<file path="config.mk">
export PLATFORM = sky130hd
export DESIGN_NAME = mem_result
export DESIGN_NICKNAME = d
export VERILOG_FILES = /design/src/common/mem_pkg.sv /design/src/hw/mem_result.sv
export SDC_FILE = /design/constraint.sdc
export NUM_CORES = 1
export LEC_CHECK = 0
export BUFFER_PORTS_ARGS = -buffer_cell sky130_fd_sc_hd__buf_2
export CORE_MARGIN = 4
export CORE_UTILIZATION = 30
export DETAILED_ROUTE_END_ITERATION = 8
export PLACE_DENSITY = 0.6
export RECOVER_POWER = 100
export SLEW_MARGIN = 20
export SYNTH_ARGS = -nofsm -noshare
export SYNTH_HDL_FRONTEND = slang
export SYNTH_SLANG_ARGS = --single-unit
</file>
<file path="constraint.sdc">
create_clock -name clk -period 0.8 [get_ports clk]
set_clock_uncertainty 0.1 [all_clocks]
set_input_delay 0.08 -clock clk [delete_from_list [all_inputs] [get_ports clk]]
set_output_delay 0.08 -clock clk [all_outputs]
set_load 0.01 [all_outputs]
</file>
<file path="src/common/mem_pkg.sv">
//==========================================================
// Memory stage shared widths, operation codes and the
// address field positions used by the data cache
//==========================================================
package mem_pkg;

    localparam int word_w     = 32;     // Data word
    localparam int line_w     = 128;    // Cache line, four words
    localparam int byte_off_w = 2;      // Address bits 1:0
    localparam int word_sel_w = 2;      // Address bits 3:2
    localparam int index_lsb  = 4;      // Lowest set index bit

    // Memory operation carried down from EX
    typedef enum logic [3:0] {
        op_none = 4'd0,     // Pass EX result through
        op_lw   = 4'd1,
        op_lh   = 4'd2,
        op_lhu  = 4'd3,
        op_lb   = 4'd4,
        op_lbu  = 4'd5,
        op_sw   = 4'd6,
        op_sh   = 4'd7,
        op_sb   = 4'd8
    } mem_op_e;

    typedef enum logic [1:0] {
        size_byte = 2'd0,
        size_half = 2'd1,
        size_word = 2'd2
    } access_size_e;

endpackage

</file>
<file path="src/hw/mem_result.sv">
//==========================================================
// MEM/WB register for the result and fault flags
//==========================================================
`timescale 1ns/10ps
module mem_result (
    input  logic                       clk,
    input  logic                       arst_n,
    input  logic                       st_en,
    input  logic                       st_misalign,
    input  logic [mem_pkg::word_w-1:0] out,
    input  logic                       miss,
    output logic                       wb_en,
    output logic [mem_pkg::word_w-1:0] wb_out,
    output logic                       miss_align,
    output logic                       dc_miss
);

    always_ff @(posedge clk or negedge arst_n) begin
        if (!arst_n) begin
            wb_en      <= 1'b0;
            miss_align <= 1'b0;
            dc_miss    <= 1'b0;
        end else begin
            wb_en      <= st_en;
            miss_align <= st_en && st_misalign;
            dc_miss    <= st_en && miss;            // Never set with misalign
        end
    end

    // Misaligned access returns zero
    always_ff @(posedge clk) begin
        wb_out <= (st_en && st_misalign) ? '0 : out;
    end

endmodule

</file>
### After elaboration in Yosys (flattened, before gate mapping)

Index checks and enable logic that the tools add are counted.

* reduce and logical (&&, ||, !) cells: 2

Operators by type and width (number)
* $logic_and A1 B1 Y1: 2

* flip-flop bits (word level): 35
* input bits: 37
* output and inout bits: 35
* logic and storage cells: 6

### Longest topological paths before layout

Gate-level depths: netlist of the first run.

* word-level depth: 1
* gate-level depth with buffers: 2
* gate-level depth less buffers: 1

### Least setup slack after synthesis of the first run

Ideal clock, no wire load.

* path type: register to output
* from: register dc_miss
* to: output dc_miss
* data arrival time: 376 ps
* path slack: 244 ps
* stages on the path, launching flop included: 1
* path buffers: 0
* path through: dfrtp_1

RTL lines
* start, declared: line mem_result.sv:15 `output logic dc_miss`
* start signal, assigned: line mem_result.sv:26 `dc_miss <= st_en && miss;`

No word-level cell between the ends.

### Worst setup path in the final report of the first run

* from: register miss_align
* to: output miss_align

RTL lines
* start, declared: line mem_result.sv:14 `output logic miss_align,`
* start signal, assigned: line mem_result.sv:25 `miss_align <= st_en && st_misalign;`

No word-level cell between the ends.

==> results of run 1 <==
-- final timing paths --
path                            start         end  cells after the start
setup / recovery           miss_align  miss_align                      1
hold / removal                 arst_n  miss_align                      2
max in group asynchronous      arst_n       wb_en                      2
min in group clk                st_en  wb_out[18]                      3
-- kinds of logic (layout without fill, tap and decap cells) --
| kind of cell | after synthesis | after routing | synth area share |
|---|---|---|---|
| AO/OA/AOI/OAI | 32 | 32 | 0.260 |
| buffers and inverters | 6 | 117 | 0.0385 |
| AND/OR/NAND/NOR | 2 | 2 | 0.0120 |
| flip-flops | 35 | 35 | 0.689 |
-- power by group --
group	internal [µW]	switching, µW
clock	738	561
combinational	372	220
sequential	1870	35.5
-- metal layers --
layer	routed length [µm]	GRT usage	vias up
met4	138	0.107	0
met3	339	0.0556	14
met2	1520	0.271	59
li1	-	-	471
met1	972	0.117	422
met5	0	0	-
-- final cells by class --
class / count / area (µm²) / area share
sequential: 35 / 733 / 0.371
clock buffer: 6 / 51.3 / 0.0259
multi-input combinational: 34 / 253 / 0.128
timing repair buffer: 109 / 848 / 0.429
clock inverter: 2 / 35.0 / 0.0177
tap: 46 / 57.6 / 0.0291
-- layout by cell type, fill, tap and decap left out, drive strengths merged --
master	synthesis	routed
a21boi	32	32
and2	2	2
buf	5	70
bufinv	0	1
clkbuf	1	9
clkinv	0	1
dfrtp	3	3
dfxtp	32	32
dlygate4sd3	0	36
-- metrics by stage --
stage,utilization,power (µW)
4_1_cts,0.576,3800
2_1_floorplan,-,2120
6_report,0.593,3790
3_3_place_gp,0.435,2340
3_5_place_dp,0.435,2340
5_1_grt,0.593,3990
-- sequential cells by signal, indices dropped and copies added, names as in the netlist --
| signal | count |
|---|---|
| wb_out | 32 |
| dc_miss | 1 |
| miss_align | 1 |
| wb_en | 1 |
-- what timing repair did --
action	4_1_cts	5_1_grt
gates cloned	0	0
resized for setup	6	23
endpoints found under the setup margin	35	36
hold buffers	36	1
hold endpoints to repair	37	4
==> reports/results.txt, run 1 <==
post-synthesis instance area: 0.00104 mm²
Maximum Capacitance Violations: 0
total DRC errors in the routed layout: 0
worst ir drop on vdd: 1.29 mV
number of cells in the design after placement: 188
Synth-to-Final Area Change: 90.5%
Worst setup EP type: primary output
distinct cell type count of the synthesized netlist: 9
HPWL after DPL: 1.79 mm
flops & latches, synth: 35
cell count after synthesis: 75
CORE AREA: 0.00334 mm²
first-pass GRT wire length: 4.57 mm
number of placed I/O pins: 72
WL/cell: 12.8 µm
number of rows in the core area: 21
CP Cell Sequence: buf_2
biggest area contributors in the synthesized netlist: dfxtp_1 62%, a21boi_0 8.7%, a21boi_1 8.7%
Max FO, Critical Path: 1
slowest cell on the critical path: dfrtp_1
critical path's largest stage delay: 0.38 ns
share of the clock period used by the worst path after layout: 1.29
final hold slack: -0.00373 ns
via count of the first global-routing pass: 1,108
final number of setup-violating endpoints: 36
mean area per synthesized cell: 13.8 µm²
outcome: finished with violations
Final Max Slew Viols: 0
hold crit path type: input port to async pin
clock tree from TritonCTS: done
total global routing overflow: 0
RSZ-0062 raised after global routing: yes
number of clock sinks seen by CTS: 35
post-layout worst setup margin: -0.234 ns
Bufs and invs on worst path: 1
Yosys top cell by area: dfxtp_1
post-route design area: 0.00198 mm²
worst-case clock buffer depth: 2
post-route antenna net violation count: 0
synthesized net count: 112
Post-synth top cells: 32 x dfxtp_1, 12 x a21boi_0, 12 x a21boi_1, 8 x a21boi_2, 4 x buf_4
H-Tree Level Count: 2
Layout fillers: 293
horizontal extent of the die: 66.8 µm
count of buffers from port buffering: 71
gp weighted congestion: 0.660
layout cell share with drive strength beyond 1: 0.505
largest delay contributor family on the critical path: flip-flops
P_leak: 0.000935 µW
final standard cell count with taps included and fillers excluded: 232
Reg clk slew, reported paths: 0.10 ns
vias per std cell: 4.16
setup TNS: -5.42 ns
number of antenna cells inserted: 0
Clk Tree Root Cell: clkbuf_4
number of enable-type register cells in the synthesized netlist: 0
YS warnings: 0
first-pass iteration count of the detailed router: 4
maximum number of pins on one net before global-route repair: 34
remaining max-slew budget at the tightest pin: 0.635
final number of hold-violating endpoints: 1
Max Clock Freq: 967 MHz
aggregate routed wire length: 2.97 mm
post-synthesis sequential area ratio: 0.689
Initial Util: 0.311
type of the worst setup path: flip-flop to primary output
worst path arrival time: 0.85 ns
placement-stage cell area: 0.00145 mm²
number of vias in the routed layout: 966
Least-Margin Pin Slew: 0.548 ns
number of DRC markers after the initial detailed-route iteration: 31
overall global routing resource usage: 0.144
post-CTS setup repair buffer count: 0
number of antenna violations at the first check in global routing: 0
share of synthesized registers carrying an async set or reset: 0.0857
die boundary height: 66.8 µm
top flip-flop cell by instance count after synthesis: dfxtp_1
TritonCTS buffer count: 5
critical path startpoint category: flip-flop
most frequent cell after synthesis: dfxtp_1
required time of the worst setup path: 0.62 ns
worst slack, placed: -0.211 ns
full die area: 0.00447 mm²
violated checks: negative hold slack, negative setup slack
final period demand of the worst path: 1.03 ns
power per cell area: 1920 mW/mm²
# nets final: 222
area share of the largest cell type after synthesis: 0.617
Power figures use the tool's default switching activity.
==> run 2: changes to the inputs <==
==> constraint.sdc (replaced) <==
create_clock -name clk -period 1.1 [get_ports clk]
set_clock_uncertainty 0.1 [all_clocks]
set_input_delay 0.11 -clock clk [delete_from_list [all_inputs] [get_ports clk]]
set_output_delay 0.11 -clock clk [all_outputs]
set_load 0.01 [all_outputs]
==> reports/results.txt, run 2 (synthesis results as in run 1) <==
Max Clock Freq: 936 MHz
post-CTS setup repair buffer count: 0
required time of the worst setup path: 1.25 ns
Synth-to-Final Area Change: 74.3%
via count of the first global-routing pass: 1,039
overall power consumption: 2380 µW
hold crit path type: input port to flip-flop
clock tree from TritonCTS: done
final period demand of the worst path: 1.07 ns
horizontal extent of the die: 66.8 µm
met1 wire length: 1.10 mm
Final Max Slew Viols: 0
critical path startpoint category: input port
type of the worst setup path: input port to flip-flop
final number of hold-violating endpoints: 0
RSZ-0062 raised after global routing: yes
first-pass iteration count of the detailed router: 3
outcome: completed
overall global routing resource usage: 0.147
HPWL after DPL: 1.76 mm
# nets final: 222
number of antenna violations at the first check in global routing: 0
worst path arrival time: 1.22 ns
number of antenna cells inserted: 0
setup TNS: 0 ns
CORE AREA: 0.00334 mm²
register containing the most flip-flops in the final layout: wb_out
remaining max-slew budget at the tightest pin: 0.880
worst ir drop on vdd: 0.785 mV
final number of setup-violating endpoints: 0
die boundary height: 66.8 µm
Reg clk slew, reported paths: 0.09 ns
number of vias in the routed layout: 964
post-route antenna net violation count: 0
first-pass GRT wire length: 4.66 mm
detailed-routed wire length on met3: 303 µm
Worst setup EP type: flip-flop
total global routing overflow: 0
maximum number of pins on one net before global-route repair: 34
total DRC errors in the routed layout: 0
most common cell after layout, fill and taps aside: buf_2
Max FO, Critical Path: 20
placement-stage cell area: 0.00145 mm²
commonest non-fill, non-tap cells in the layout: 39 x buf_2, 36 x dlygate4sd3_1, 32 x dfxtp_1
Maximum Capacitance Violations: 0
TritonCTS buffer count: 5
flip-flop count of the largest register, all copies and words added: 32
count of buffers from port buffering: 71
number of DRC markers after the initial detailed-route iteration: 36
number of rows in the core area: 21
fraction of the core area covered by cells at the end of the flow: 0.543
Clk Tree Root Cell: clkbuf_4
post-route design area: 0.00181 mm²
P_leak: 0.000800 µW
worst-case clock buffer depth: 2
aggregate routed wire length: 2.99 mm
WL/cell: 12.9 µm
gp weighted congestion: 0.626
length of routed met2 wiring: 1.49 mm
number of clock sinks seen by CTS: 35
number of placed I/O pins: 72
full die area: 0.00447 mm²
power per cell area: 1310 mW/mm²
H-Tree Level Count: 2
Least-Margin Pin Slew: 0.180 ns
Initial Util: 0.311
share of the clock period used by the worst path after layout: 0.972
layout cell share with drive strength beyond 1: 0.290
final hold slack: 0.0814 ns
highest layer used for signal routing: met4
vias per std cell: 4.16
-- run 2: cell types whose count changed in the layout (fill, tap and decap cells not counted), sizes merged --
| cell | change |
|---|---|
| buf | -29 |
| bufinv | -1 |
| clkbuf | +30 |
-- run 2: metrics by stage --
step                instances  worst slack (ns)
global placement          188             0.255
global route              232          -0.00108
CTS                       232            0.0263
detailed placement        188             0.217
floorplan                  75             0.514
finish                    232            0.0313
-- run 2: per-layer routing --
metal / vias to the layer above / track usage
met1: 423 / 0.147
li1: 475 / -
met4: 0 / 0.0990
met3: 11 / 0.0556
met2: 55 / 0.250
met5: - / 0
-- run 2: worst paths after layout --
check	start	to	slack, ns	depth (start not counted)
max	st_en	wb_out[1]	0.03	4
min in group asynchronous	arst_n	miss_align	0.58	3
min	st_misalign	wb_out[19]	0.08	3
max in group asynchronous	arst_n	dc_miss	0.18	3
-- run 2: critical path, stage by stage --
cell	delay (ns)
dlygate4sd3_1	0.54
clkbuf_4	0.21
buf_12	0.18
a21boi_0	0.16
-- run 2: repair_timing --
item / 4_1_cts / 5_1_grt
hold endpoints to repair: 37 / 0
hold buffers: 36 / 0
gates resized for setup: 0 / 1
setup endpoints to repair: 0 / 3
-- run 2: cell type report --
cell class | instances | area (µm²)
fillers | 344 | 1530
repair buffers | 109 | 723
flip-flops and latches | 35 | 716
multi-input cells | 34 | 264
well taps | 46 | 57.6
clock buffers | 7 | 45.0
clock inverters | 1 | 5.00
-- run 2: power breakdown --
group | leakage [µW] | total, µW | switching, µW | internal [µW]
clock network | 0.0000293 | 628 | 379 | 249
logic | 0.000464 | 376 | 162 | 214
registers | 0.000307 | 1370 | 20.5 | 1350
total | 0.000800 | 2380 | 562 | 1810
