### src/common/mem_pkg.sv
//==========================================================
// Memory stage shared widths, operation codes and the
// address field positions used by the data cache
//==========================================================
package mem_pkg;

    localparam int word_w     = 32;     // Data word
    localparam int line_w     = 128;    // Cache line, four words
    localparam int byte_off_w = 2;      // Address bits 1:0
    localparam int word_sel_w = 2;      // Address bits 3:2
    localparam int index_lsb  = 4;      // Lowest set index bit

    // Memory operation carried down from EX
    typedef enum logic [3:0] {
        op_none = 4'd0,     // Pass EX result through
        op_lw   = 4'd1,
        op_lh   = 4'd2,
        op_lhu  = 4'd3,
        op_lb   = 4'd4,
        op_lbu  = 4'd5,
        op_sw   = 4'd6,
        op_sh   = 4'd7,
        op_sb   = 4'd8
    } mem_op_e;

    typedef enum logic [1:0] {
        size_byte = 2'd0,
        size_half = 2'd1,
        size_word = 2'd2
    } access_size_e;

endpackage

### src/hw/mem_op_decode.sv
//==========================================================
// EX/MEM stage register with memory operation decode
//==========================================================
`timescale 1ns/10ps
module mem_op_decode (
    input  logic                       clk,
    input  logic                       arst_n,
    input  logic                       ex_en,
    input  mem_pkg::mem_op_e           ex_mem_op,
    input  logic [mem_pkg::word_w-1:0] ex_mem_wr_data,
    input  logic [mem_pkg::word_w-1:0] ex_out,
    output logic                       st_en,
    output mem_pkg::mem_op_e           st_op,
    output mem_pkg::access_size_e      st_size,
    output logic                       st_signed,
    output logic                       st_store,
    output logic                       st_misalign,
    output logic [mem_pkg::word_w-1:0] st_addr,
    output logic [mem_pkg::word_w-1:0] st_wr_data
);

    logic [mem_pkg::byte_off_w-1:0] offset;      // Byte offset of EX result
    logic                           is_mem;      // Load or store
    mem_pkg::access_size_e          size_d;
    logic                           signed_d;
    logic                           store_d;
    logic                           misalign_d;

    assign offset = ex_out[mem_pkg::byte_off_w-1:0];

    always_comb begin
        is_mem   = ex_mem_op inside {mem_pkg::op_lw, mem_pkg::op_lh, mem_pkg::op_lhu,
                                     mem_pkg::op_lb, mem_pkg::op_lbu, mem_pkg::op_sw,
                                     mem_pkg::op_sh, mem_pkg::op_sb};
        signed_d = (ex_mem_op == mem_pkg::op_lh) || (ex_mem_op == mem_pkg::op_lb);
        store_d  = ex_mem_op inside {mem_pkg::op_sw, mem_pkg::op_sh, mem_pkg::op_sb};
        case (ex_mem_op)
            mem_pkg::op_lh, mem_pkg::op_lhu, mem_pkg::op_sh: size_d = mem_pkg::size_half;
            mem_pkg::op_lb, mem_pkg::op_lbu, mem_pkg::op_sb: size_d = mem_pkg::size_byte;
            default:                                         size_d = mem_pkg::size_word;
        endcase
        // Alignment checked once here, before the register
        case (size_d)
            mem_pkg::size_word: misalign_d = is_mem && (offset != '0);
            mem_pkg::size_half: misalign_d = is_mem && offset[0];
            default:            misalign_d = 1'b0;  // Bytes always aligned
        endcase
    end

    always_ff @(posedge clk or negedge arst_n) begin
        if (!arst_n) begin
            st_en <= 1'b0;
        end else begin
            st_en <= ex_en;
        end
    end

    always_ff @(posedge clk) begin
        if (ex_en) begin                            // Hold payload while idle
            st_op       <= ex_mem_op;
            st_size     <= size_d;
            st_signed   <= signed_d;
            st_store    <= store_d;
            st_misalign <= misalign_d;
            st_addr     <= ex_out;
            st_wr_data  <= ex_mem_wr_data;
        end
    end

endmodule

### config.mk
export PLATFORM = sky130hd
export DESIGN_NAME = mem_op_decode
export DESIGN_NICKNAME = d
export VERILOG_FILES = /design/src/common/mem_pkg.sv /design/src/hw/mem_op_decode.sv
export SDC_FILE = /design/constraint.sdc
export NUM_CORES = 1
export LEC_CHECK = 0
export ABC_CLOCK_PERIOD_IN_PS = 800
export BUFFER_PORTS_ARGS = -buffer_cell sky130_fd_sc_hd__clkbuf_2
export CORE_MARGIN = 1
export CORE_UTILIZATION = 35
export CTS_BUF_LIST = sky130_fd_sc_hd__clkbuf_8
export DETAILED_ROUTE_END_ITERATION = 8
export PLACE_DENSITY = 0.78
export SLEW_MARGIN = 20
export SYNTH_ARGS = -nofsm -noshare
export SYNTH_HDL_FRONTEND = slang
export SYNTH_SLANG_ARGS = --single-unit
### constraint.sdc
create_clock -name clk -period 0.8 [get_ports clk]
set_input_delay 0.2 -clock clk [delete_from_list [all_inputs] [get_ports clk]]
set_output_delay 0.2 -clock clk [all_outputs]
set_load 0.005 [all_outputs]
### Word-level counts from Yosys, hierarchy flattened

Cells that the tools add are included.

| storage, ports and cells | value |
|---|---|
| bits in latches | 0 |
| RAM bits | 0 |
| output and inout port bits | 74 |
| memory bits (read-only) | 0 |
| memories kept | 0 |
| register bits | 74 |

| operators by class | value |
|---|---|
| divide/modulo/power cells | 0 |
| $add $sub $neg | 0 |
| $lt $le $gt $ge | 0 |
| reduce and logical (&&, ||, !) cells | 8 |
| equal/unequal tests | 10 |
| muxes and demuxes | 2 |
| shifts and indexed selects | 0 |
| multipliers | 0 |
| bitwise operators | 0 |

Operator list:

| operator | number |
|---|---|
| 4-bit by 3-bit == test with 1-bit output, second input constant | 4 |
| 4-bit by 2-bit == test with 1-bit output, second input constant | 2 |
| 8-bit nonzero test | 1 |
| 3-bit OR reduction | 2 |
| 4-bit by 1-bit == test with 1-bit output, second input constant | 1 |
| 4-bit == test, second input constant | 1 |
| 2-bit case mux with 2 select lines | 1 |
| 3-bit nonzero test | 1 |
| 2-bit by 1-bit == test with 1-bit output, second input constant | 1 |
| 2-bit == test, second input constant | 1 |
| 1-bit logical AND | 2 |
| 1-bit case mux with 2 select lines | 1 |
| 2-bit nonzero test | 1 |
| 1-bit logical OR | 1 |

### Logic depth before layout (Yosys ltp)

| logic depth | value |
|---|---|
| depth after elaboration | 5 |
| gate-level depth with buffers | 2 |
| mapped depth without buffers | 2 |

### Least setup slack after synthesis

Ideal clock, no wire load.

| path | value |
|---|---|
| kind | input port to flip-flop |
| from | input ex_mem_op[0] |
| to | register st_size[1] (data pin) |
| path buffers | 0 |
| required time | 0.533 ns |
| cell stages on the path | 2 |
| arrival | 0.539 ns |
| setup slack | -0.006 ns |
| cells stage by stage | nor4b_2 > a211oi_1 |

| on the way | value |
|---|---|
| longest elaborated chain between the ends | 3 |

Ends and longest elaborated chain:

| element | line | source |
|---|---|---|
| start, declared | mem_op_decode.sv:9 | `input mem_pkg::mem_op_e ex_mem_op,` |
| 4-bit by 3-bit == test with 1-bit output (tied with other cells) | mem_op_decode.sv:37 | `case (ex_mem_op)` |
| 3-bit OR reduction | mem_op_decode.sv:37 |  |
| 2-bit case mux with 2 select lines (*) | mem_op_decode.sv:37 |  |
| via size_d[1] | mem_op_decode.sv:24 | `mem_pkg::access_size_e size_d;` |
| end signal, assigned | mem_op_decode.sv:61 | `st_size <= size_d;` |
| end, declared | mem_op_decode.sv:14 | `output mem_pkg::access_size_e st_size,` |

The timed path passes the listed nets; every way through them passes the cells marked *.
A chain may end at the register's enable or synchronous reset.

### Worst setup path after layout

| path | value |
|---|---|
| from | register st_op[2] |
| to | output st_op[2] |

RTL lines:

| element | line | source |
|---|---|---|
| start, declared | mem_op_decode.sv:13 | `output mem_pkg::mem_op_e st_op,` |
| start signal, assigned | mem_op_decode.sv:60 | `st_op <= ex_mem_op;` |

No word-level cell between the ends.

==> flow_summary.toml <==
[placed_design]
placedInstanceArea_um2 = 3224
io_buffers = 144
hpwlAfterDp_mm = 3.653
place.gp.congestion = 0.7241

[sta]
worst_slack_ns = -0.2699
min_period_over_period = 1.337
post-route-min-period_ns = 1.070
timing.final.setup_violations = 74
timing.setup.tns_ns = -16.25
finalMaxSlewViolations = 0
grt_setup_unrepaired = "true"
finalHoldViolations = 0
max_freq_mhz = 934.7
worstMarginPinSlew_ns = 0.2189
maxSlewHeadroom = 0.8534

[setup_path]
setup.worst_path.class = "reg2out"
timing.critical_path.to_type = "primary output"
timing.critical_path.required_ns = 0.60
crit_path_cell_trace = "clkbuf_2"
worst-path-max-fanout = 1
worstPathBufferInverterCount = 1
slowest_delay_ns = 0.41
cp-start-kind = "register"
crit_family = "flip-flops"
critical_path_arrival_ns = 0.87
critical-path-slowest-cell = "edfxtp_1"

[synthesis]
synth_sequential_area_ratio = 0.9522
syn_area_um2 = 2328
synth_fp_nets = 159
post_synthesis_register_bit_count = 74
synth_top_area_share = 0.9414
synth.top_cells.by_area = "edfxtp_1, dfrtp_1, a221oi_2, nor4b_2, nor2b_1"
yosys.area.top_type = "edfxtp_1"
synthesis.yosys.warnings = 0
netlist_instances = 88
yosys.cell_types.count = 15
mean_syn_cell_area_um2 = 26.46

[clocking]
total_number_of_h_tree_levels = 3
number_of_buffers_added_by_the_clock_tree_synthesis_step = 9
clock_sink_count = 74
cts-root-to-sink-buffers = 2
cts_clk_pin_slew_worst_paths_ns = 0.08
tritoncts = "built"
cts.repair.resized = 0
clk_root_buffer_cell = "clkbuf_8"

[routing]
detailedRoute.firstPassIterationCount = 4
post_drt_via_cell_ratio = 4.410
finalWirelength_mm = 4.752
detail_route.iter0.violations = 65
drt_drc_violations_left = 0
routed-via-count = 1464
ant_nets = 0
detail_route.wl_per_cell_um = 14.31

[floorplanning]
initial_utilization = 0.3646
design.core.area_um2 = 6386
number_of_placed_i_o_pins = 145
fp-row-count = 29
floorplan.die.height_um = 83.57
chipWidth_um = 83.57
fp.dieArea_um2 = 6983

[power]
p_leak_nw = 1.547
worst_ir_drop_vdd_mv = 1.592
power_switching_mw = 1.750
internal-power_mw = 7.351
power.density_nw_per_um2 = 2601
share_comb_of_total_power = 0.074
power.share.sequential = 0.514
netSwitchingFraction = 0.1923
pwr-share-clk = 0.412
finalPower_mw = 9.101

[finish]
seq_cell_area_um2 = 2217
fraction_of_layout_cells_with_a_size_suffix_above_1 = 0.6588
finalInstanceArea_um2 = 3500
filler_cell_count = 527
multiInputGateArea_um2 = 116.4
antenna_cells_inserted = 0
area.growth.synth_to_final_pct = 50.30
fin_nets = 321

[global_route]
track_usage = 0.1368
global_route_wire_length_before_repair_mm = 7.024
grt_max_degree = 31
grt_antenna_before_repair = 0
grt_pass1_vias = 1515
global_route.overflow_total = 0

[flow_run]
cap_violations = 0

[hold_path]
hp-class = "in2reg"
hold_path_depth = 1
worst_hold_path.endpoint = "st_addr[26]"
worst_hold_startpoint = "ex_out[26]"

[status]
violations = "negative setup slack"
run_status = "finished, violations left"
==> cell families (layout without fill, tap and decap cells) <==
kind of cell    Yosys count  after routing  synth area share
flops                    74             74            0.9522
xor+xnor                  1              1          0.003762
compound gates            4              4           0.01612
buf+inv                   1            168          0.001610
simple gates              8              8           0.02633
==> sequential cells by signal, summed over array words and instances (netlist names) <==
register     flops
st_signed        1
st_en            1
st_misalign      1
st_store         1
st_addr         32
st_size          2
st_op            4
st_wr_data      32
==> layout make-up <==
type	count	area share
Timing Repair Buffer	151	0.2288
Clock inverter	7	0.04040
Multi-Input combinational cell	13	0.03325
Tap cell	77	0.02753
Inverter	1	0.001073
Sequential cell	74	0.6335
Clock buffer	9	0.03540
==> cells in the mapped netlist <==
master	instances
inv_1	1
and2_1	1
nand2b_1	1
nor3_1	1
nand2b_2	1
nor3b_1	1
nor4b_2	1
a21o_1	1
nor2b_1	2
o21bai_1	1
edfxtp_1	73
a211oi_1	1
xnor2_1	1
a221oi_2	1
dfrtp_1	1
==> worst max path at each step <==
stage                            start           to  cells after the start
after floorplan           ex_mem_op[0]   st_size[1]                      2
after global placement    ex_mem_op[1]   st_size[1]                      3
after detailed placement  ex_mem_op[1]   st_size[1]                      3
after CTS                     st_op[2]     st_op[2]                      1
after global routing       st_addr[29]  st_addr[29]                      1
final                         st_op[2]     st_op[2]                      1
==> routing by layer <==
metal / part of all wire / global-route usage / wire, µm
met1: 0.36 / 0.1348 / 1690
met2: 0.50 / 0.2276 / 2390
met3: 0.13 / 0.08210 / 612
met4: 0.012 / 0.06471 / 58
met5: 0 / 0 / 0
==> layout by cell type (no fill, tap or decap) <==
master / Yosys / layout
bufinv_16: 0 / 4
nand2b_2: 1 / 1
a211oi_1: 1 / 1
nor3b_1: 1 / 1
nor2b_1: 2 / 2
buf_2: 0 / 1
nand2b_1: 1 / 1
clkinv_4: 0 / 1
clkbuf_8: 0 / 9
o21bai_1: 1 / 1
inv_1: 1 / 2
edfxtp_1: 73 / 73
and2_1: 1 / 1
nor3_1: 1 / 1
buf_12: 0 / 2
a221oi_2: 1 / 1
buf_4: 0 / 4
clkbuf_2: 0 / 143
xnor2_1: 1 / 1
dfrtp_1: 1 / 1
a21o_1: 1 / 1
nor4b_4: 0 / 1
dlygate4sd3_1: 0 / 1
inv_6: 0 / 1
==> per-stage QoR <==
| stage | util | worst slack, ns | hold slack (ns) | instances |
|---|---|---|---|---|
| floorplan | - | 0.01826 | -0.09559 | 88 |
| global placement | 0.5049 | -0.1632 | -0.02453 | 315 |
| detailed placement | 0.5049 | -0.1910 | -0.02398 | 315 |
| CTS | 0.5480 | -0.2941 | 0.01876 | 332 |
| global route | 0.5480 | -0.3258 | 0.008016 | 332 |
| finish | 0.5480 | -0.2699 | 0.03803 | 332 |
==> power groups by stage <==
| stage | registers, mW | logic (mW) | clock network (mW) |
|---|---|---|---|
| 5_1_grt | 4.71 | 0.730 | 3.98 |
| 3_5_place_dp | 4.77 | 0.681 | 0 |
| 2_1_floorplan | 4.81 | 0.0378 | 0 |
| 6_report | 4.68 | 0.672 | 3.75 |
| 3_3_place_gp | 4.76 | 0.664 | 0 |
| 4_1_cts | 4.69 | 0.684 | 3.83 |
==> what timing repair did <==
| item | in CTS | in global routing |
|---|---|---|
| pin swaps | 0 | 0 |
| setup buffers | 0 | 0 |
| cloned | 0 | 0 |
| hold endpoints to repair | 1 | 0 |
| setup endpoints to repair | 74 | 74 |
| hold buffers | 1 | 0 |
Note: power is estimated with default switching activity, not from simulation.
