`src/common/mem_pkg.sv`:
```
//==========================================================
// Memory stage shared widths, operation codes and the
// address field positions used by the data cache
//==========================================================
package mem_pkg;

    localparam int word_w     = 32;     // Data word
    localparam int line_w     = 128;    // Cache line, four words
    localparam int byte_off_w = 2;      // Address bits 1:0
    localparam int word_sel_w = 2;      // Address bits 3:2
    localparam int index_lsb  = 4;      // Lowest set index bit

    // Memory operation carried down from EX
    typedef enum logic [3:0] {
        op_none = 4'd0,     // Pass EX result through
        op_lw   = 4'd1,
        op_lh   = 4'd2,
        op_lhu  = 4'd3,
        op_lb   = 4'd4,
        op_lbu  = 4'd5,
        op_sw   = 4'd6,
        op_sh   = 4'd7,
        op_sb   = 4'd8
    } mem_op_e;

    typedef enum logic [1:0] {
        size_byte = 2'd0,
        size_half = 2'd1,
        size_word = 2'd2
    } access_size_e;

endpackage

```
`src/hw/mem_ctrl.sv`:
```
//==========================================================
// Memory access control, load extraction and store merge
//==========================================================
`timescale 1ns/10ps
module mem_ctrl (
    input  logic                       st_en,
    input  mem_pkg::mem_op_e           st_op,
    input  mem_pkg::access_size_e      st_size,
    input  logic                       st_signed,
    input  logic                       st_store,
    input  logic                       st_misalign,
    input  logic [mem_pkg::word_w-1:0] st_addr,
    input  logic [mem_pkg::word_w-1:0] st_wr_data,
    input  logic                       hit,
    input  logic                       hitway,
    input  logic [mem_pkg::word_w-1:0] data0_rd,
    input  logic [mem_pkg::word_w-1:0] data1_rd,
    output logic [mem_pkg::word_w-1:0] addr,
    output logic                       rw,          // 1 writes the hit word
    output logic [mem_pkg::word_w-1:0] wr_data,
    output logic [mem_pkg::word_w-1:0] out,
    output logic                       miss
);

    logic [mem_pkg::byte_off_w-1:0] offset;
    logic [mem_pkg::word_w-1:0]     rd_word;        // Word of the hit way
    logic                           is_mem;
    logic [7:0]                     ld_byte;
    logic [15:0]                    ld_half;

    assign addr    = st_addr;
    assign offset  = st_addr[mem_pkg::byte_off_w-1:0];
    assign rd_word = hitway ? data1_rd : data0_rd;
    assign is_mem  = st_op inside {mem_pkg::op_lw, mem_pkg::op_lh, mem_pkg::op_lhu,
                                   mem_pkg::op_lb, mem_pkg::op_lbu, mem_pkg::op_sw,
                                   mem_pkg::op_sh, mem_pkg::op_sb};
    assign ld_byte = rd_word[offset*8 +: 8];
    assign ld_half = rd_word[offset[1]*16 +: 16];   // Upper half when offset is 2

    always_comb begin
        rw      = 1'b0;
        wr_data = rd_word;
        out     = '0;
        miss    = 1'b0;
        if (st_en && !is_mem) begin
            out = st_addr;                          // EX result straight through
        end else if (st_en && !st_misalign) begin
            if (!hit) begin
                miss = 1'b1;
            end else if (st_store) begin
                rw = 1'b1;
                // Merge new bytes into the cached word
                case (st_size)
                    mem_pkg::size_byte: wr_data[offset*8 +: 8] = st_wr_data[7:0];
                    mem_pkg::size_half: wr_data[offset[1]*16 +: 16] = st_wr_data[15:0];
                    default:            wr_data = st_wr_data;
                endcase
            end else begin
                case (st_size)
                    mem_pkg::size_byte: out = {{24{st_signed & ld_byte[7]}}, ld_byte};
                    mem_pkg::size_half: out = {{16{st_signed & ld_half[15]}}, ld_half};
                    default:            out = rd_word;
                endcase
            end
        end
    end

endmodule

```
`config.mk`:
```
export PLATFORM = sky130hd
export DESIGN_NAME = mem_ctrl
export DESIGN_NICKNAME = d
export VERILOG_FILES = /design/src/common/mem_pkg.sv /design/src/hw/mem_ctrl.sv
export SDC_FILE = /design/constraint.sdc
export NUM_CORES = 1
export LEC_CHECK = 0
export BUFFER_PORTS_ARGS = -buffer_cell sky130_fd_sc_hd__buf_2
export CAP_MARGIN = 20
export CORE_AREA = 2 2 91 93
export DETAILED_ROUTE_END_ITERATION = 10
export DIE_AREA = 0 0 93 95
export PLACE_DENSITY = 0.81
export SYNTH_ARGS = -nofsm -noshare
export SYNTH_HDL_FRONTEND = slang
export SYNTH_SLANG_ARGS = --single-unit
```
`constraint.sdc`:
```
create_clock -name vclk -period 3.1
set_input_delay 0.155 -clock vclk [all_inputs]
set_output_delay 0.155 -clock vclk [all_outputs]
set_load 0.02 [all_outputs]
```
# == Word level (Yosys, flattened, before mapping) ==
# Cells that the tools add are included.
# word_totals
in_bits,140
regBits,0
word_cells,45
out_inout_bits,98
# classes
n_eq_ne,9
bitwise,2
add_sub_neg,2
mux,20
reduce_logical,6
shift,6
# ops
operator,n
$mux W32,9
$pmux W32 S2,2
$neg A5 Y34,2
$bwmux W32,2
$shift A16 B34 Y32 const A,1
$shift A8 B34 Y32 const A,1
$shiftx A16 B34 Y32,1
$shiftx A8 B34 Y32,1
$shiftx A32 B6 Y16,1
$shiftx A32 B6 Y8,1
$eq A4 B3 Y1 const B,4
$eq A4 B2 Y1 const B,2
$reduce_bool A8 Y1,1
$mux W1,7
$eq A4 B1 Y1 const B,1
$eq A4 B4 Y1 const B,1
$and A1 B1 Y1,2
$eq A2 B1 Y1 const B,1
$logic_and A1 B1 Y1,2
$logic_not A1 Y1,2
$logic_not A2 Y1,1

# == Depth between registers and ports, before layout ==
# Gate-level depths: netlist of the first run.
# logic_depth
word_depth,8
ltp_mapped,9

# == Worst setup path before layout of the first run ==
# Ideal clock, no wire load.
# synth_path
kind,in2out
from,in st_addr[1] (netlist name)
to,out wr_data[21] (netlist name)
required_time_ns,2.945
t_arrival_ns,2.122
slack_ns,0.823
stages,7
cell_sequence,clkbuf_1 -> inv_1 -> ha_1 -> nor4bb_1 -> clkbuf_1 -> a311oi_1 -> o32ai_1
# synth_via
elab_chain_cells,8
word_cells_on_any_way,13
classes_between,add/sub: 2; shift: 4; mux: 7
# synth_rtl
item,line_no,text
from (decl),mem_ctrl.sv:12,"input logic [mem_pkg::word_w-1:0] st_addr,"
"$neg A5 Y34, on equally long branches","mem_ctrl.sv:55, mem_ctrl.sv:54",
"$shiftx A16 B34 Y32, or another cell as far along",mem_ctrl.sv:55,mem_pkg::size_half: wr_data[offset[1]*16 +: 16] = st_wr_data[15:0];
"$bwmux W32, on equally long branches","mem_ctrl.sv:55, mem_ctrl.sv:54",
$pmux W32 S2 (*),mem_ctrl.sv:53,case (st_size)
$mux W32 (*),mem_ctrl.sv:50,end else if (st_store) begin
$mux W32 (*),mem_ctrl.sv:48,if (!hit) begin
$mux W32 (*),mem_ctrl.sv:47,end else if (st_en && !st_misalign) begin
$mux W32 (*),mem_ctrl.sv:45,if (st_en && !is_mem) begin
to (decl),mem_ctrl.sv:20,"output logic [mem_pkg::word_w-1:0] wr_data,"
# Mark *: on every way between the ends. The rest lies on a longest branch, timed or not.

# == Final worst setup path of the first run ==
# layout_path
from,in st_addr[0] (netlist name)
to,out wr_data[25] (netlist name)
# layout_via
elab_chain_cells,8
word_cells_on_any_way,9
classes_between,add/sub: 1; shift: 2; mux: 6
# layout_rtl
item,line_no,text
$neg A5 Y34 (*),mem_ctrl.sv:54,mem_pkg::size_byte: wr_data[offset*8 +: 8] = st_wr_data[7:0];
$shiftx A8 B34 Y32 or $shift A8 B34 Y32 (tied branches),mem_ctrl.sv:54,
$bwmux W32 (*),mem_ctrl.sv:54,
$pmux W32 S2 (*),mem_ctrl.sv:53,
$mux W32 (*),mem_ctrl.sv:50,
$mux W32 (*),mem_ctrl.sv:48,
$mux W32 (*),mem_ctrl.sv:47,
$mux W32 (*),mem_ctrl.sv:45,
# Marks and branches as above.

==> flow_summary.yaml, run 1 <==
routing:
  routedWlPerCell_um: 19.9
  wirelength_mm: 14.2
  drc: 0
  first_pass_iters: 5
  ant_nets: 0
  num_vias: 4352
  routed_via_density: 6.10
  drtIter0Drc: 371
pwr:
  p_switching_mw: 0.410
  p_int_mw: 0.241
  comb_power_share_pct: 100.0
  clkPwrFrac_pct: 0
  p_leak_nw: 1.85
  power_frac_seq_pct: 0
  power_density_nw_per_um2: 172
  peakVddDrop_mv: 0.0878
  swShare_pct: 63.0
hold_path:
  whs_endpoint: "addr[17]"
  whs_path_depth: 2
  hold_path.class: "in2out"
  hp-start: "st_addr[17]"
layout:
  fin_nets: 756
  seq_cells: 0
  final_layout_size_suffix_gt1_share_pct: 43.3
  synthToLayoutAreaGrowth_pct: 34.2
  regArea_um2: 0
  final_core_util_pct: 47.7
  final_common_cell: "buf_2"
  multi_input_area_um2: 2320
  diodes: 0
  nClkBuffers: 0
  layout.cells.most_common_list: "238 x buf_2, 54 x nand2_1, 39 x nor2_1, 37 x mux2i_1, 28 x o21ai_1"
  fillers: 851
critical_path:
  cp_cell_sequence: "buf_2 > inv_1 > ha_1 > nor4bb_1 > buf_4 > o2bb2ai_1 > a221oi_1 > o22ai_1 > buf_2"
  crit_top_cell: "buf_2"
  cp-start-kind: "primary input"
  critPathKind: "in2out"
  path_max_fanout: 11
  path_delay_family: "buffers and inverters"
  worstPathRequired_ns: 2.94
  slowest_delay_ns: 0.77
  crit_buf_inv: 4
  end_kind: "primary output"
  cpMaxStageDelayCell: "nor4bb_1"
  crit_start: "st_addr[0]"
  cp.arrival_ns: 2.54
clock_network:
  post_cts_buffers: 0
  cts.repair.resized: 0
  hold_buffers: 0
synth:
  synth_area_per_cell_um2: 6.51
  ys_seq_area_share_pct: 0
  ys_types: 52
  syn_inst: 433
  syn_nets: 578
  synthesis.area_um2: 2820
  synth-warning-count: 0
placed_design:
  io_buffer_count: 238
  dp_hpwl_mm: 11.3
  place_congestion: 0.946
timing:
  min_period_ns: 2.70
  tightest_slew_ns: 1.09
  maxSlewViolCount: 0
  fin_crit_sh_pct: 87.0
  finalSetupTns_ns: 0
  hold_viol: 0
  setup_viol: 0
  hold_ws_ns: 0.544
  rsz0062_at_grt: "false"
  fmaxAchievable_mhz: 371
  slew_headroom_pct: 27.3
global_routing:
  track_usage_pct: 30.1
  antenna_found_initial: 0
  grt_first_pass_wirelength_mm: 21.3
  grt_max_degree: 39
  grt-ovfl-total: 0
  grt_pass1_vias: 4118
floorplanning:
  die_w_um: 93
  initial_utilization_pct: 35.6
  ios: 238
  die_height_um: 95
  die_area_um2: 8840
  rows: 33
  core_um2: 7930
outcome:
  outcome: "finished clean"
run:
  maxCapViolCount: 0
## how the worst max path moves through the flow
stage / end / slack, ns / cells after the start
2_1_floorplan: wr_data[21] / 0.82 / 7
3_3_place_gp: wr_data[24] / 0.50 / 9
3_5_place_dp: wr_data[25] / 0.49 / 9
4_1_cts: wr_data[25] / 0.50 / 9
5_1_grt: wr_data[25] / 0.29 / 9
6_report: wr_data[25] / 0.40 / 9
## power groups by stage
stage                     Combinational [mW]  Sequential, mW  Clock (mW)
after floorplan                        0.410               0           0
after global placement                 0.638               0           0
after detailed placement               0.645               0           0
after CTS                              0.646               0           0
after global routing                   0.701               0           0
final                                  0.651               0           0
## per-stage QoR
step	worst slack [ns]	cells	power (mW)	instance area [um^2]
finish	0.403	714	0.651	3780
floorplan	0.823	433	0.410	2820
global placement	0.501	714	0.638	3780
CTS	0.497	714	0.646	3780
global route	0.295	714	0.701	3780
detailed placement	0.494	714	0.645	3780
## cells by family (layout without fill, tap and decap cells)
logic type | after synthesis | after routing | share of synthesized area (%)
AND/OR/NAND/NOR | 140 | 140 | 22.5
AO/OA/AOI/OAI | 165 | 165 | 42.9
buffers and inverters | 83 | 259 | 17.7
multiplexers | 40 | 40 | 14.7
adder cells (fa/ha/maj) | 5 | 5 | 2.22
## metal layers
layer | GRT usage (%) | wire length, um | vias to the layer above | share of wire, %
met1 | 38.1 | 5450 | 2040 | 38
met4 | 7.72 | 341 | 0 | 2.4
met3 | 3.19 | 1340 | 35 | 9.4
met5 | 0 | 0 | - | 0
li1 | - | - | 1994 | -
met2 | 54.3 | 7070 | 283 | 50
## cells in the mapped netlist, drive strengths merged (5+ instances only)
master	count	area share (%)
buf	57	14
nand2	54	7.2
nor2	39	5.2
mux2i	37	13
o21ai	36	6.4
a32oi	22	6.8
clkbuf	21	2.8
nand3	21	3.7
o2bb2ai	21	6.5
o22ai	20	4.4
a221oi	15	4.7
a21oi	9	1.6
a22oi	9	2.4
o211ai	9	2.4
o31ai	6	2.1
ha	5	2.2
inv	5	0.67
## area by class of cell
class | instances | area share (%)
multi-input cells | 350 | 61.4
repair buffers | 254 | 34.7
inverters | 5 | 0.496
well taps | 105 | 3.47
Note: power is estimated with default switching activity, not from simulation.
==> inputs of run 2 (changes only) <==
- CORE_AREA: 2 2 91 93 -> not set
- CORE_ASPECT_RATIO: not set -> 1.4
- CORE_MARGIN: not set -> 8
- CORE_UTILIZATION: not set -> 41
- DIE_AREA: 0 0 93 95 -> not set
- PLACE_DENSITY: 0.81 -> 0.9
- REMOVE_ABC_BUFFERS: not set -> 1
- clock period: 3.1 -> 2.6 ns (I/O delays scaled with it)
==> run 2 against run 1 <==
  * Count of clock-buffer cells in the layout did not move
  * Critical path depth fell by 3
  * Worst hold slack got worse by 0.048 ns
  * Total power rose by 22%
  * Global-route usage fell by 1.7 points
  * First-iteration DRC count rose by 42%
  * Setup slack got worse by 0.13 ns
==> flow_summary.yaml, run 2 (synthesized netlist as in run 1, its figures left out) <==
timing:
  fin_crit_sh_pct: 89.5
  tightest_slew_ns: 1.12
  fmaxAchievable_mhz: 430
  min_period_ns: 2.33
  maxSlewViolCount: 0
  slew_headroom_pct: 25.0
  setup_viol: 0
  rsz0062_at_grt: "false"
  finalSetupTns_ns: 0
  hold_viol: 0
pwr:
  p_leak_nw: 1.92
  p_int_mw: 0.303
  power_density_nw_per_um2: 204
  clkPwrFrac_pct: 0
  comb_power_share_pct: 100.0
  swShare_pct: 62.0
  power_frac_seq_pct: 0
  p_switching_mw: 0.494
  peakVddDrop_mv: 0.114
layout:
  synthToLayoutAreaGrowth_pct: 38.4
  final_core_util_pct: 57.4
  layout.cells.most_common_list: "238 x buf_2, 54 x nand2_1, 39 x nor2_1, 37 x mux2i_1, 31 x buf_4"
  fin_nets: 771
  final_area_um2: 3900
  regArea_um2: 0
  final_layout_size_suffix_gt1_share_pct: 45.0
  fillers: 712
  diodes: 0
  seq_cells: 0
  final_common_cell: "buf_2"
  nClkBuffers: 0
  fin_cells: 719
outcome:
  outcome: "finished clean"
placed_design:
  dp_hpwl_mm: 12.2
  place_congestion: 0.896
  placed_cell_area_um2: 3900
  dp_cells: 719
  io_buffer_count: 238
routing:
  ant_nets: 0
  first_pass_iters: 5
  wirelength_mm: 15.2
  num_vias: 4383
  drtIter0Drc: 525
  drc: 0
  routedWlPerCell_um: 21.1
  routed_via_density: 6.10
critical_path:
  worstPathRequired_ns: 2.47
  end_kind: "primary output"
  cp-start-kind: "primary input"
  path_max_fanout: 16
  crit_start: "hitway"
  critPathKind: "in2out"
  cp.arrival_ns: 2.20
floorplanning:
  ios: 238
  die_area_um2: 9830
  die_height_um: 114
  core_um2: 6800
  rows: 36
  initial_utilization_pct: 41.5
  die_w_um: 86.1
global_routing:
  antenna_found_initial: 0
  grt-ovfl-total: 0
  track_usage_pct: 28.4
  grt_pass1_vias: 4466
  grt_max_degree: 43
  grt_first_pass_wirelength_mm: 22.8
hold_path:
  hold_path.class: "in2out"
  whs_path_depth: 2
  hp-start: "st_addr[8]"
clock_network:
  post_cts_buffers: 0
  cts.repair.resized: 0
  hold_buffers: 0
run:
  maxCapViolCount: 0
run 2: changes by cell type in the layout (fill, tap and decap cells not counted):
cell,delta
nor4bb_1,-2
nor4bb_2,+2
a21boi_4,+1
buf_4,+15
a21boi_2,-1
run 2: layout make-up:
cell class	instances	area [um^2]	share of cell area, %
tap	95	119	3.04
multi-input combinational	350	2340	60.0
timing repair buffer	269	1420	36.5
inverter	5	18.8	0.481
run 2: power by group through the flow:
| stage | Combinational (mW) | Sequential, mW | Clock [mW] |
|---|---|---|---|
| finish | 0.797 | 0 | 0 |
| floorplan | 0.366 | 0 | 0 |
| global route | 0.850 | 0 | 0 |
| global placement | 0.779 | 0 | 0 |
| CTS | 0.790 | 0 | 0 |
| detailed placement | 0.786 | 0 | 0 |
run 2: stage by stage:
stage / hold slack (ns) / power, mW / setup slack, ns
floorplan: 0.260 / 0.366 / 0.279
global placement: 0.497 / 0.779 / 0.380
detailed placement: 0.496 / 0.786 / 0.292
CTS: 0.498 / 0.790 / 0.289
global route: 0.500 / 0.850 / 0.0935
finish: 0.496 / 0.797 / 0.273
run 2: metal layers:
layer / vias to the layer above / wire length [um] / GRT usage [%]
li1: 2039 / - / -
met1: 1979 / 5590 / 32.8
met2: 310 / 7510 / 50.1
met3: 55 / 1480 / 4.67
met4: 0 / 601 / 11.3
met5: - / 0 / 0
run 2: worst max-delay path, cell delays in order:
cell     delay, ns
buf_2         0.32
mux2i_1       0.24
a22oi_1       0.28
nand4_1       0.65
o21ai_1       0.35
buf_2         0.20
run 2: final timing paths:
path	endpoint	slack [ns]
worst min-delay path	addr[8]	0.50
worst max-delay path	out[19]	0.27
